===== src/hw/isaPkg.sv =====
package isaPkg;

  localparam int instrWidth = 32;

  // field positions inside the instruction word
  localparam int opcodeMsb = 31;
  localparam int opcodeLsb = 26;
  localparam int rtMsb = 20;
  localparam int rtLsb = 16;
  localparam int functMsb = 5;
  localparam int functLsb = 0;

  localparam int opcodeWidth = opcodeMsb - opcodeLsb + 1;
  localparam int rtWidth = rtMsb - rtLsb + 1;
  localparam int functWidth = functMsb - functLsb + 1;

  // primary opcodes handled by the control unit
  typedef enum logic [opcodeWidth-1:0] {
    RTYPE  = 6'b000000,
    REGIMM = 6'b000001, // branch picked by rt
    J      = 6'b000010,
    JAL    = 6'b000011,
    BEQ    = 6'b000100,
    BNE    = 6'b000101,
    BGTZ   = 6'b000111,
    ADDIU  = 6'b001001,
    SLTI   = 6'b001010,
    SLTIU  = 6'b001011,
    ANDI   = 6'b001100,
    ORI    = 6'b001101,
    LW     = 6'b100011,
    SW     = 6'b101011
  } opcodeT;

  // funct field of RTYPE
  typedef enum logic [functWidth-1:0] {
    JR   = 6'b001000,
    JALR = 6'b001001,
    ADDU = 6'b100001,
    AND  = 6'b100100,
    OR   = 6'b100101
  } functT;

  // rt field of REGIMM
  typedef enum logic [rtWidth-1:0] {
    BGEZ = 5'b00001,
    BLEZ = 5'b00110
  } regimmT;

endpackage


===== src/hw/ctrlPkg.sv =====
package ctrlPkg;

  // multicycle sequence states
  typedef enum logic [2:0] {
    FETCH  = 3'b000,
    DECODE = 3'b001,
    EXEC1  = 3'b010,
    EXEC2  = 3'b011,
    EXEC3  = 3'b100,
    HALTED = 3'b101,
    STALL  = 3'b110
  } stateT;

  // operation codes understood by the datapath ALU
  typedef enum logic [4:0] {
    AluAnd      = 5'b00000,
    AluOr       = 5'b00001,
    AluAdd      = 5'b00010,
    AluSlt      = 5'b00111,
    AluSltu     = 5'b01001,
    AluEq       = 5'b01010, // lsb set when operands equal
    AluPassB    = 5'b01011,
    AluSignTest = 5'b01100, // lsb set when A is zero or negative
    AluUpperImm = 5'b01101, // pc plus shifted offset
    AluPassA    = 5'b01110,
    AluRfunct   = 5'b01111  // ALU decodes the funct field itself
  } aluOpT;

  // second ALU operand
  typedef enum logic [1:0] {
    SrcBReg        = 2'b00,
    SrcBFour       = 2'b01,
    SrcBImm        = 2'b10,
    SrcBJumpTarget = 2'b11
  } srcBT;

  // how a branch or jump resolves against the ALU result lsb
  typedef enum logic [1:0] {
    BrNone       = 2'b00,
    BrAlways     = 2'b01,
    BrIfLsbSet   = 2'b10,
    BrIfLsbClear = 2'b11
  } branchKindT;

endpackage


===== src/hw/controlFsm.sv =====
`timescale 1ns/1ps

module controlFsm
  import ctrlPkg::*;
(
  input  logic  clk,
  input  logic  rstN,
  input  logic  run,
  input  logic  waitRequest,
  input  logic  aluStall,
  input  logic  extra,
  output stateT state,
  output logic  active
);

  stateT stateNext;

  always_ff @(posedge clk) begin
    if (!rstN) begin
      state <= HALTED;
    end else begin
      state <= stateNext;
    end
  end

  always_comb begin
    stateNext = state;
    case (state)
      HALTED: begin
        if (run) begin
          stateNext = FETCH;
        end
      end
      // memory may stretch the instruction fetch
      FETCH, STALL: begin
        stateNext = waitRequest ? STALL : DECODE;
      end
      DECODE: begin
        stateNext = EXEC1;
      end
      EXEC1: begin
        if (!aluStall) begin
          stateNext = extra ? EXEC2 : FETCH;
        end
      end
      EXEC2: begin
        if (!waitRequest) begin // data access still pending otherwise
          stateNext = extra ? EXEC3 : FETCH;
        end
      end
      EXEC3: begin
        stateNext = FETCH;
      end
      default: begin
        stateNext = HALTED;
      end
    endcase
  end

  assign active = (state != HALTED);

endmodule


===== src/hw/instrDecoder.sv =====
`timescale 1ns/1ps

module instrDecoder
  import isaPkg::*, ctrlPkg::*;
(
  input  logic [instrWidth-1:0] instr,
  input  stateT                 state,
  output logic                  extra,
  output logic                  aluSrcA,
  output srcBT                  aluSrcB,
  output aluOpT                 aluControl,
  output logic                  extSel,
  output logic                  aluSel,
  output logic                  regDst,
  output logic                  wbFromAlu,
  output logic                  regWrite,
  output logic                  iorD,
  output logic                  memRead,
  output logic                  memWrite,
  output logic                  pcWrite,
  output logic                  irWrite,
  output logic                  isJump,
  output logic                  link,
  output branchKindT            branchKind,
  output logic                  branchLoad
);

  opcodeT opcode;
  functT  funct;
  regimmT rtCode;
  logic   isExec;

  assign opcode = opcodeT'(instr[opcodeMsb:opcodeLsb]);
  assign funct  = functT'(instr[functMsb:functLsb]);
  assign rtCode = regimmT'(instr[rtMsb:rtLsb]);
  assign isExec = (state == EXEC1) || (state == EXEC2) || (state == EXEC3);

  // bus strobes
  assign pcWrite  = (state == FETCH);
  assign irWrite  = (state == DECODE);
  assign memRead  = (state == FETCH) || (state == STALL) || (opcode == LW && state == EXEC2);
  assign memWrite = (opcode == SW) && (state == EXEC2);
  assign isJump   = (opcode == J || opcode == JAL) && (state == EXEC1);
  assign link     = (opcode == JAL) && (state == EXEC1);

  always_comb begin
    // pc + 4 path unless overridden below
    extra      = 1'b0;
    aluSrcA    = 1'b0;
    aluSrcB    = SrcBFour;
    aluControl = AluAdd;
    extSel     = 1'b0;
    aluSel     = 1'b0;
    regDst     = 1'b0;
    wbFromAlu  = 1'b1;
    regWrite   = 1'b0;
    iorD       = 1'b0;
    branchKind = BrNone;
    branchLoad = 1'b0;

    if (state == DECODE) begin
      aluSrcB = SrcBJumpTarget;
      if (opcode == J || opcode == JAL) begin
        extSel     = 1'b1; // jump index form
        aluControl = AluPassB;
      end else begin
        aluControl = AluUpperImm; // branch target into ALU register
      end
    end else if (isExec) begin
      case (opcode)
        RTYPE: begin
          case (funct)
            JR: begin
              if (state == EXEC1) begin
                aluSrcA    = 1'b1;
                aluControl = AluPassA;
                branchKind = BrAlways;
                branchLoad = 1'b1;
              end
            end
            JALR: begin
              if (state == EXEC1) begin // return address pc + 4
                regDst   = 1'b1;
                regWrite = 1'b1;
                extra    = 1'b1;
              end else if (state == EXEC2) begin
                aluSrcA    = 1'b1;
                aluControl = AluPassA;
                branchKind = BrAlways;
                branchLoad = 1'b1;
              end
            end
            ADDU, AND, OR: begin
              if (state == EXEC1) begin
                aluSrcA    = 1'b1;
                aluSrcB    = SrcBReg;
                aluControl = AluRfunct;
                extra      = 1'b1;
              end else if (state == EXEC2) begin
                aluSel   = 1'b1;
                regDst   = 1'b1;
                regWrite = 1'b1;
              end
            end
            default: ;
          endcase
        end
        LW, SW: begin
          if (state == EXEC1) begin // effective address
            aluSrcA = 1'b1;
            aluSrcB = SrcBImm;
            extra   = 1'b1;
          end else if (state == EXEC2) begin
            iorD   = 1'b1;
            aluSel = 1'b1;
            extra  = (opcode == LW);
          end else if (state == EXEC3) begin
            wbFromAlu = 1'b0; // load data back to rt
            regWrite  = 1'b1;
          end
        end
        ADDIU, ANDI, ORI, SLTI, SLTIU: begin
          if (state == EXEC1) begin
            aluSrcA = 1'b1;
            aluSrcB = SrcBImm;
            extra   = 1'b1;
            case (opcode)
              ANDI: begin
                aluControl = AluAnd;
                extSel     = 1'b1; // zero extend
              end
              ORI: begin
                aluControl = AluOr;
                extSel     = 1'b1;
              end
              SLTI:    aluControl = AluSlt;
              SLTIU:   aluControl = AluSltu;
              default: aluControl = AluAdd;
            endcase
          end else if (state == EXEC2) begin
            aluSel   = 1'b1;
            regWrite = 1'b1;
          end
        end
        BEQ, BNE: begin
          if (state == EXEC1) begin
            aluSrcA    = 1'b1;
            aluSrcB    = SrcBReg;
            aluControl = AluEq;
            aluSel     = 1'b1;
            branchKind = (opcode == BEQ) ? BrIfLsbSet : BrIfLsbClear;
            branchLoad = 1'b1;
          end
        end
        BGTZ: begin
          if (state == EXEC1) begin // taken when not (rs <= 0)
            aluSrcA    = 1'b1;
            aluControl = AluSignTest;
            aluSel     = 1'b1;
            branchKind = BrIfLsbClear;
            branchLoad = 1'b1;
          end
        end
        REGIMM: begin
          if (state == EXEC1 && (rtCode == BLEZ || rtCode == BGEZ)) begin
            aluSrcA    = 1'b1;
            aluControl = AluSignTest;
            aluSel     = 1'b1;
            branchKind = (rtCode == BLEZ) ? BrIfLsbSet : BrIfLsbClear;
            branchLoad = 1'b1;
          end
        end
        J: begin
          if (state == EXEC1) begin
            aluSrcB    = SrcBJumpTarget;
            aluControl = AluPassB;
            extSel     = 1'b1;
            aluSel     = 1'b1;
            branchKind = BrAlways;
            branchLoad = 1'b1;
          end
        end
        JAL: begin
          if (state == EXEC1) begin // link value pc + 4 straight from ALU
            extSel     = 1'b1;
            branchKind = BrAlways;
            branchLoad = 1'b1;
          end
        end
        default: ;
      endcase
    end
  end

endmodule


===== src/hw/branchDelayTracker.sv =====
`timescale 1ns/1ps

module branchDelayTracker
  import ctrlPkg::*;
(
  input  logic       clk,
  input  logic       rstN,
  input  stateT      state,
  input  logic       branchLoad,
  input  branchKindT branchKind,
  input  logic       outLsb,
  output logic       pcSrc,
  output logic       branchDelay
);

  logic taken;
  logic pending; // redirect owed to the next fetch

  always_comb begin
    case (branchKind)
      BrAlways:     taken = 1'b1;
      BrIfLsbSet:   taken = outLsb;
      BrIfLsbClear: taken = !outLsb;
      default:      taken = 1'b0;
    endcase
  end

  always_ff @(posedge clk) begin
    if (!rstN) begin
      pending <= 1'b0;
    end else if (branchLoad) begin
      pending <= taken;
    end else if (state == FETCH) begin
      // pc already redirected on this edge
      pending <= 1'b0;
    end
  end

  assign branchDelay = pending;
  assign pcSrc       = pending && (state == FETCH);

endmodule


===== src/hw/cpuControl.sv =====
`timescale 1ns/1ps

module cpuControl
  import isaPkg::*, ctrlPkg::*;
(
  input  logic                  clk,
  input  logic                  rstN,
  input  logic                  run,
  input  logic [instrWidth-1:0] instr,
  input  logic                  waitRequest,
  input  logic                  aluStall,
  input  logic                  outLsb,
  output logic                  aluSrcA,
  output srcBT                  aluSrcB,
  output aluOpT                 aluControl,
  output logic                  extSel,
  output logic                  aluSel,
  output logic                  regDst,
  output logic                  wbFromAlu,
  output logic                  regWrite,
  output logic                  iorD,
  output logic                  memRead,
  output logic                  memWrite,
  output logic                  pcWrite,
  output logic                  irWrite,
  output logic                  isJump,
  output logic                  link,
  output stateT                 state,
  output logic                  active,
  output logic                  pcSrc,
  output logic                  branchDelay
);

  logic       extra;
  logic       branchLoad;
  branchKindT branchKind;

  controlFsm u_controlFsm (
    .clk         (clk),
    .rstN        (rstN),
    .run         (run),
    .waitRequest (waitRequest),
    .aluStall    (aluStall),
    .extra       (extra),
    .state       (state),
    .active      (active)
  );

  instrDecoder u_instrDecoder (
    .instr      (instr),
    .state      (state),
    .extra      (extra),
    .aluSrcA    (aluSrcA),
    .aluSrcB    (aluSrcB),
    .aluControl (aluControl),
    .extSel     (extSel),
    .aluSel     (aluSel),
    .regDst     (regDst),
    .wbFromAlu  (wbFromAlu),
    .regWrite   (regWrite),
    .iorD       (iorD),
    .memRead    (memRead),
    .memWrite   (memWrite),
    .pcWrite    (pcWrite),
    .irWrite    (irWrite),
    .isJump     (isJump),
    .link       (link),
    .branchKind (branchKind),
    .branchLoad (branchLoad)
  );

  branchDelayTracker u_branchDelayTracker (
    .clk         (clk),
    .rstN        (rstN),
    .state       (state),
    .branchLoad  (branchLoad),
    .branchKind  (branchKind),
    .outLsb      (outLsb),
    .pcSrc       (pcSrc),
    .branchDelay (branchDelay)
  );

endmodule


===== config.mk =====
export PLATFORM = sky130hd
export DESIGN_NAME = cpuControl
export DESIGN_NICKNAME = d
export VERILOG_FILES = /design/src/hw/isaPkg.sv /design/src/hw/ctrlPkg.sv /design/src/hw/controlFsm.sv /design/src/hw/instrDecoder.sv /design/src/hw/branchDelayTracker.sv /design/src/hw/cpuControl.sv
export SDC_FILE = /design/constraint.sdc
export NUM_CORES = 1
export LEC_CHECK = 0
export ABC_AREA = 1
export BUFFER_PORTS_ARGS = -buffer_cell sky130_fd_sc_hd__buf_2
export CAP_MARGIN = 20
export CORE_MARGIN = 4
export CORE_UTILIZATION = 34
export CTS_BUF_LIST = sky130_fd_sc_hd__clkbuf_8
export DETAILED_ROUTE_END_ITERATION = 6
export MAX_ROUTING_LAYER = met4
export PLACE_DENSITY = 0.67
export SETUP_SLACK_MARGIN = 0.2
export SLEW_MARGIN = 20
export SYNTH_ARGS = -nofsm -noshare
export SYNTH_HDL_FRONTEND = slang
export SYNTH_SLANG_ARGS = --single-unit
export TNS_END_PERCENT = 50

===== constraint.sdc =====
create_clock -name clk -period 1.9 [get_ports clk]
set_input_delay 0.285 -clock clk [delete_from_list [all_inputs] [get_ports clk]]
set_output_delay 0.285 -clock clk [all_outputs]
set_load 0.05 [all_outputs]

==> out/results.ini, run 1 <==
[route]
avgViaCountPerCell=5.38
drt_iter0_drc=103
wl_per_cell_um=14.7
postRouteAntennaNets=0
residual_drc_count=0
drt_pass1_iterations=5
wl_um=4500
vias=1652

[critical_path]
crit_buf_inv=2
arr_time_crit_path_ns=1.67
reg2regPathDepth=9
max_stage_delay_ns=0.36
critPathSlowestCell=dfxtp_4
crit_path_cell_trace=inv_6 -> nand2_4 -> nor2_4 -> nand4_2 -> a31oi_1 -> nand3b_1 -> nand2_2 -> nand2_4 -> buf_8
crit_path_max_fanout=6
timing.rr.end=u_controlFsm.state[1]
cpLargestDelayFamily=simple AND/OR/NAND/NOR gates
setup.reg_to_reg.worst_slack_ns=0.43
rr_startpoint=u_controlFsm.state[0]
cp-start-kind=register
crit_path_end_kind=output port
critical-path-top-cell-by-count=nand2_4
timing_worst_setup_path_type=reg2out
cp.required_ns=1.62

[floorplanning]
die_h_um=61.3
design.portCount=64
design.core.area_um2=2730
die_width_um=61.3
design.die.area_um2=3760
start_util_pct=35.4
placementRows=19

[sta]
timing.final.hold_violations=0
final-max-slew-violation-count=0
rsz0062_at_grt=yes
achievable-frequency_mhz=512
final.setup.tns_ns=-0.0548
final_worst_clock_skew_ns=0.0108
report.final.setup_viol=2
period_share_pct=103
finalCriticalPeriod_ns=1.95
fin_ws_ns=-0.0537

[layout]
nets=316
antenna_cells_inserted=0
most-common-layout-cells=43 x buf_4, 29 x buf_2, 28 x nand2_1
layout.cells.most_common=buf_4
layout-area-overhead-vs-synth_pct=112
drive_gt1_share_pct=61.6

[synthesis]
mappedNetlistArea_um2=967
yosys_synthesis_warning_count=0
syn-mean-instance-area_um2=5.29
synth_cell_type_count=29
synth-seq-cells=4
post_synth_inst_count=183
syn_nets=221
ys_seq_area_share_pct=8.28

[pwr]
power_leakage_uw=0.00105
report.power.total_uw=1170
power_per_cell_area_nw_per_um2=570
worst_ir_drop_vdd_uv=850

[placed_design]
place_worst_setup_slack_ns=-0.0942
hpwlAfterDp_um=2670
port-buffer-count=47
routabilityCongestion=0.921

[cts]
holdBufCountCts=0
cts_max_path_buffers=2
h-tree-depth=1
cts.root.buffer_cell=clkbuf_8
cts_sinks=4
cts_tree=built
cts_bufs_inserted=3
clkTransAtPathRegs_ns=0.04
insertion_delay_ns=0.22

[global_route]
grt_overflow_total=0
groute.usage.overall_pct=20.0
grt_pass1_wl_um=5610
largest_net_degree_at_the_start_of_global_routing=8
grt_pass1_vias=1350
initial_antenna_violation_count=0

[min_path]
end_point_of_the_most_critical_hold_path=u_controlFsm.state[0]
timing.hold.worst.class=in2reg
hold_path_depth=3
hold_path.startpoint=rstN

[job]
cap_viol_max_count=0

[status]
status=finished, violations left
violations_in_the_final_reports=negative setup slack

-- per-layer routing --
layer | vias up | global-route usage (%) | wire [µm]
met3 | 29 | 5.03 | 357
met4 | 0 | 2.12 | 224
met2 | 112 | 34.0 | 2160
met1 | 722 | 24.8 | 1760
met5 | - | - | 0
li1 | 789 | - | -
-- cell usage after synthesis --
cell	instances	area share, %
o21a_1	1	0.78
a221oi_2	1	1.6
nor3_1	3	1.6
a31oi_1	1	0.65
buf_6	2	2.3
o211ai_1	1	0.78
conb_1	1	0.39
dfxtp_1	4	8.3
nand2_2	2	1.3
a21oi_1	5	2.6
nor2_2	8	5.2
a211o_1	1	0.91
nand3_2	2	2.1
nand2_4	1	1.2
o21ai_0	4	2.1
nand4_2	1	1.3
inv_1	30	12
nand2_1	37	14
nor2_1	32	12
nand3_1	24	12
buf_4	1	0.78
nand4_1	8	5.2
nand3b_1	2	1.6
clkinv_2	1	0.52
inv_2	2	0.78
nor2_4	2	2.3
o21ai_2	2	1.8
or2_2	1	0.65
o2111ai_1	3	2.7
-- sequential cells by signal (all words and copies together), names as in the netlist --
name,flops
u_branchDelayTracker.branchDelay,1
u_controlFsm.state,3
-- per-stage QoR --
| step | hold slack (ns) | util (%) | cell area [µm²] | instances |
|---|---|---|---|---|
| global placement | 0.558 | 56.2 | 1540 | 285 |
| detailed placement | 0.560 | 56.2 | 1540 | 285 |
| CTS | 0.336 | 63.2 | 1730 | 298 |
| floorplan | 0.433 | - | 1090 | 183 |
| finish | 0.337 | 75.1 | 2050 | 307 |
| global route | 0.348 | 75.1 | 2050 | 307 |
-- tightest hold or removal path, cell delays in order --
cell	delay, ns
buf_2	0.11
o21a_1	0.09
nand2_1	0.05
-- area by class of cell --
class / instances / area (µm²)
well taps: 31 / 38.8
inverters: 33 / 135
repair buffers: 93 / 727
multi-input cells: 143 / 1020
flip-flops and latches: 4 / 91.3
clock buffers: 3 / 41.3
fillers: 191 / 682
-- report_power, final --
part | internal [µW] | leakage [µW] | switching (µW)
registers | 107 | 0.0000343 | 36.6
logic | 304 | 0.000997 | 539
clock network | 135 | 0.0000216 | 47.0
-- cells by family (layout without fill, tap and decap cells) --
group	count (synthesis)	after routing	synth area share, %
simple gates	123	123	61.4
buf+inv	36	129	16.0
compound gates	19	19	13.8
flops	4	4	8.28
other cells	1	1	0.388
-- worst max path at each step --
| stage | slack [ns] | endpoint | depth (start not counted) | from |
|---|---|---|---|---|
| floorplan | -0.1 | aluSrcB[1] | 4 | u_controlFsm.state[0] |
| global placement | -0.1 | aluControl[3] | 11 | instr[30] |
| detailed placement | -0.09 | aluControl[3] | 11 | instr[30] |
| CTS | 0.03 | aluControl[1] | 9 | u_controlFsm.state[0] |
| global route | -0.1 | aluControl[1] | 9 | u_controlFsm.state[0] |
| finish | -0.05 | aluControl[1] | 9 | u_controlFsm.state[0] |
-- what timing repair did --
item,4_1_cts,5_1_grt
setup endpoints to repair,16,17
gates resized for setup,25,79
buffers inserted,10,9
pin swaps,5,16
No activity file was read; power rests on OpenSTA's default activity.
==> inputs of run 2 (changes only) <==
--- a/config.mk
+++ b/config.mk
@@ -14,6 +14,7 @@
 export DETAILED_ROUTE_END_ITERATION = 6
 export MAX_ROUTING_LAYER = met4
 export PLACE_DENSITY = 0.67
+export RECOVER_POWER = 25
 export SETUP_SLACK_MARGIN = 0.2
 export SLEW_MARGIN = 20
 export SYNTH_ARGS = -nofsm -noshare
==> run 2 against run 1 <==
- final cell count unchanged
- critical path type unchanged
- sequential power about the same
- via count up 1.5%
- global-route usage unchanged
- combinational power down 0.9%
- clock-buffer cell count unchanged
- the run still ends with negative setup slack left
- largest power group unchanged
- setup slack about the same
- clock power about the same
- sequential share of layout area about the same
- final area down 0.61%
==> out/results.ini, run 2 (synthesized netlist as in run 1, its figures left out) <==
[global_route]
grt_pass1_vias=1350  ; unchanged
grt_pass1_wl_um=5610  ; unchanged
groute.usage.overall_pct=20.0  ; unchanged
largest_net_degree_at_the_start_of_global_routing=8  ; unchanged
initial_antenna_violation_count=0  ; unchanged
grt_overflow_total=0  ; unchanged

[job]
cap_viol_max_count=0  ; unchanged

[pwr]
total_switching_power_uw=623  ; about the same
seqPwrFrac_pct=12.5  ; +0.2 points
pwr-share-clk_pct=15.7  ; about the same
worst_ir_drop_vdd_uv=826  ; -2.8%
power_leakage_uw=0.00104  ; -1.7%
report.power.total_uw=1160  ; -0.61%
sw_share_pct=53.6  ; +0.37 points
p_int_uw=539  ; -1.4%
relative_contribution_of_combinational_cells_to_total_power_pct=71.8  ; -0.3 points
power_per_cell_area_nw_per_um2=570  ; about the same

[sta]
report.final.setup_viol=1  ; -1
timing.final.hold_violations=0  ; unchanged
period_share_pct=103  ; about the same
rsz0062_at_grt=yes
fin_ws_ns=-0.0532  ; +0.000488 ns
final-max-slew-violation-count=0  ; unchanged
finalCriticalPeriod_ns=1.95  ; -0.000488 ns
final_worst_clock_skew_ns=0.0110  ; +0.000263 ns
slew_headroom_pct=55.7
achievable-frequency_mhz=512  ; about the same
final.setup.tns_ns=-0.0532  ; +0.00160 ns
worst_pin_slew_ns=0.667

[critical_path]
reg2regPathDepth=9  ; unchanged
setup.reg_to_reg.worst_slack_ns=0.28  ; -0.15 ns
crit_path_end_kind=output port
rr_startpoint=u_controlFsm.state[0]
cp-start-kind=register
crit_path_max_fanout=6  ; unchanged
timing_worst_setup_path_type=reg2out
cp.required_ns=1.62  ; about the same
timing.rr.end=u_controlFsm.state[1]
arr_time_crit_path_ns=1.67  ; about the same

[layout]
largest_register_ffs=3  ; unchanged
antenna_cells_inserted=0  ; unchanged
layout.cells.most_common=buf_4
registers.top_by_ff_count=u_controlFsm.state
most-common-layout-cells=43 x buf_4, 28 x nand2_1, 24 x buf_2
drive_gt1_share_pct=59.4  ; -2.2 points
nets=316  ; unchanged
layout-area-overhead-vs-synth_pct=111

[status]
status=finished, violations left
violations_in_the_final_reports=negative setup slack

[placed_design]
port-buffer-count=47  ; unchanged
routabilityCongestion=0.921  ; unchanged
hpwlAfterDp_um=2670  ; unchanged

[route]
wl_per_cell_um=14.6  ; -0.16%
drt_pass1_iterations=5  ; unchanged
postRouteAntennaNets=0  ; unchanged
vias=1676  ; +1.5%
drt_iter0_drc=109  ; +5.8%
avgViaCountPerCell=5.46  ; +1.5%
wl_um=4490  ; -0.16%
residual_drc_count=0  ; unchanged

[cts]
cts.root.buffer_cell=clkbuf_8
cts_sinks=4  ; unchanged
h-tree-depth=1  ; unchanged
cts_tree=built
clkTransAtPathRegs_ns=0.04  ; about the same
insertion_delay_ns=0.22  ; about the same
cts_max_path_buffers=2  ; unchanged
cts_bufs_inserted=3  ; unchanged

[min_path]
hold_path_depth=3  ; unchanged
end_point_of_the_most_critical_hold_path=u_controlFsm.state[0]
hold_path.startpoint=rstN
timing.hold.worst.class=in2reg

[floorplanning]
die_h_um=61.3  ; unchanged
die_width_um=61.3  ; unchanged
design.portCount=64  ; unchanged
placementRows=19  ; unchanged
design.core.area_um2=2730  ; unchanged
design.die.area_um2=3760  ; unchanged
start_util_pct=35.4  ; unchanged

[run 2: cell types whose count changed in the layout (fill, tap and decap cells not counted), sizes merged]
| cell | delta |
|---|---|
| buf | -5 |
| clkbuf | +5 |
[run 2: how the worst max path moves through the flow]
stage	start	end	slack, ns	cells past startpoint
final	u_controlFsm.state[0]	aluControl[1]	-0.05	9
after floorplan	u_controlFsm.state[0]	aluSrcB[1]	-0.1	4
after CTS	u_controlFsm.state[0]	aluControl[1]	0.03	9
after global placement	instr[30]	aluControl[3]	-0.1	11
after detailed placement	instr[30]	aluControl[3]	-0.09	11
after global routing	u_controlFsm.state[0]	aluControl[1]	-0.1	9
[run 2: final cells by class]
type                            count  area [µm²]
Clock buffer                        3        41.3
Fill cell                         198         694
Inverter                           33         135
Multi-Input combinational cell    143        1010
Sequential cell                     4        91.3
Tap cell                           31        38.8
Timing Repair Buffer               93         721
[run 2: per-layer routing]
layer	GRT usage, %	share of wire, %	vias to the layer above
met1	24.8	39	733
met4	2.12	4.3	0
met2	34.0	49	126
li1	-	-	789
met5	-	0	-
met3	5.03	7.3	28
[run 2: critical path, stage by stage, from the launching register on]
cell	delay, ns
dfxtp_4	0.36
inv_6	0.08
nand2_4	0.06
nor2_4	0.18
nand4_2	0.13
a31oi_1	0.24
nand3b_1	0.12
nand2_2	0.09
nand2_4	0.05
buf_8	0.14
[run 2: metrics by stage]
stage	area (µm²)	std cells	hold WS (ns)	worst slack, ns	util (%)
floorplan	1090	183	0.433	-0.0985	-
global placement	1540	285	0.558	-0.0958	56.2
detailed placement	1540	285	0.560	-0.0942	56.2
CTS	1730	298	0.336	0.0269	63.2
global route	2040	307	0.348	-0.0983	74.6
finish	2040	307	0.336	-0.0532	74.6
[run 2: power by group through the flow]
stage / Combinational [µW] / Sequential, µW / Clock, µW
final: 835 / 145 / 183
after global routing: 878 / 146 / 192
after CTS: 724 / 139 / 180
after detailed placement: 605 / 150 / 0
after global placement: 603 / 149 / 0
after floorplan: 397 / 201 / 0
[run 2: what timing repair did]
| action | 4_1_cts | 5_1_grt |
|---|---|---|
| pin swaps | 5 | 16 |
| gates resized for setup | 25 | 79 |
| setup buffers | 10 | 9 |
| setup endpoints to repair | 16 | 17 |
| hold endpoints to repair | 0 | 0 |
| hold buffers | 0 | 0 |
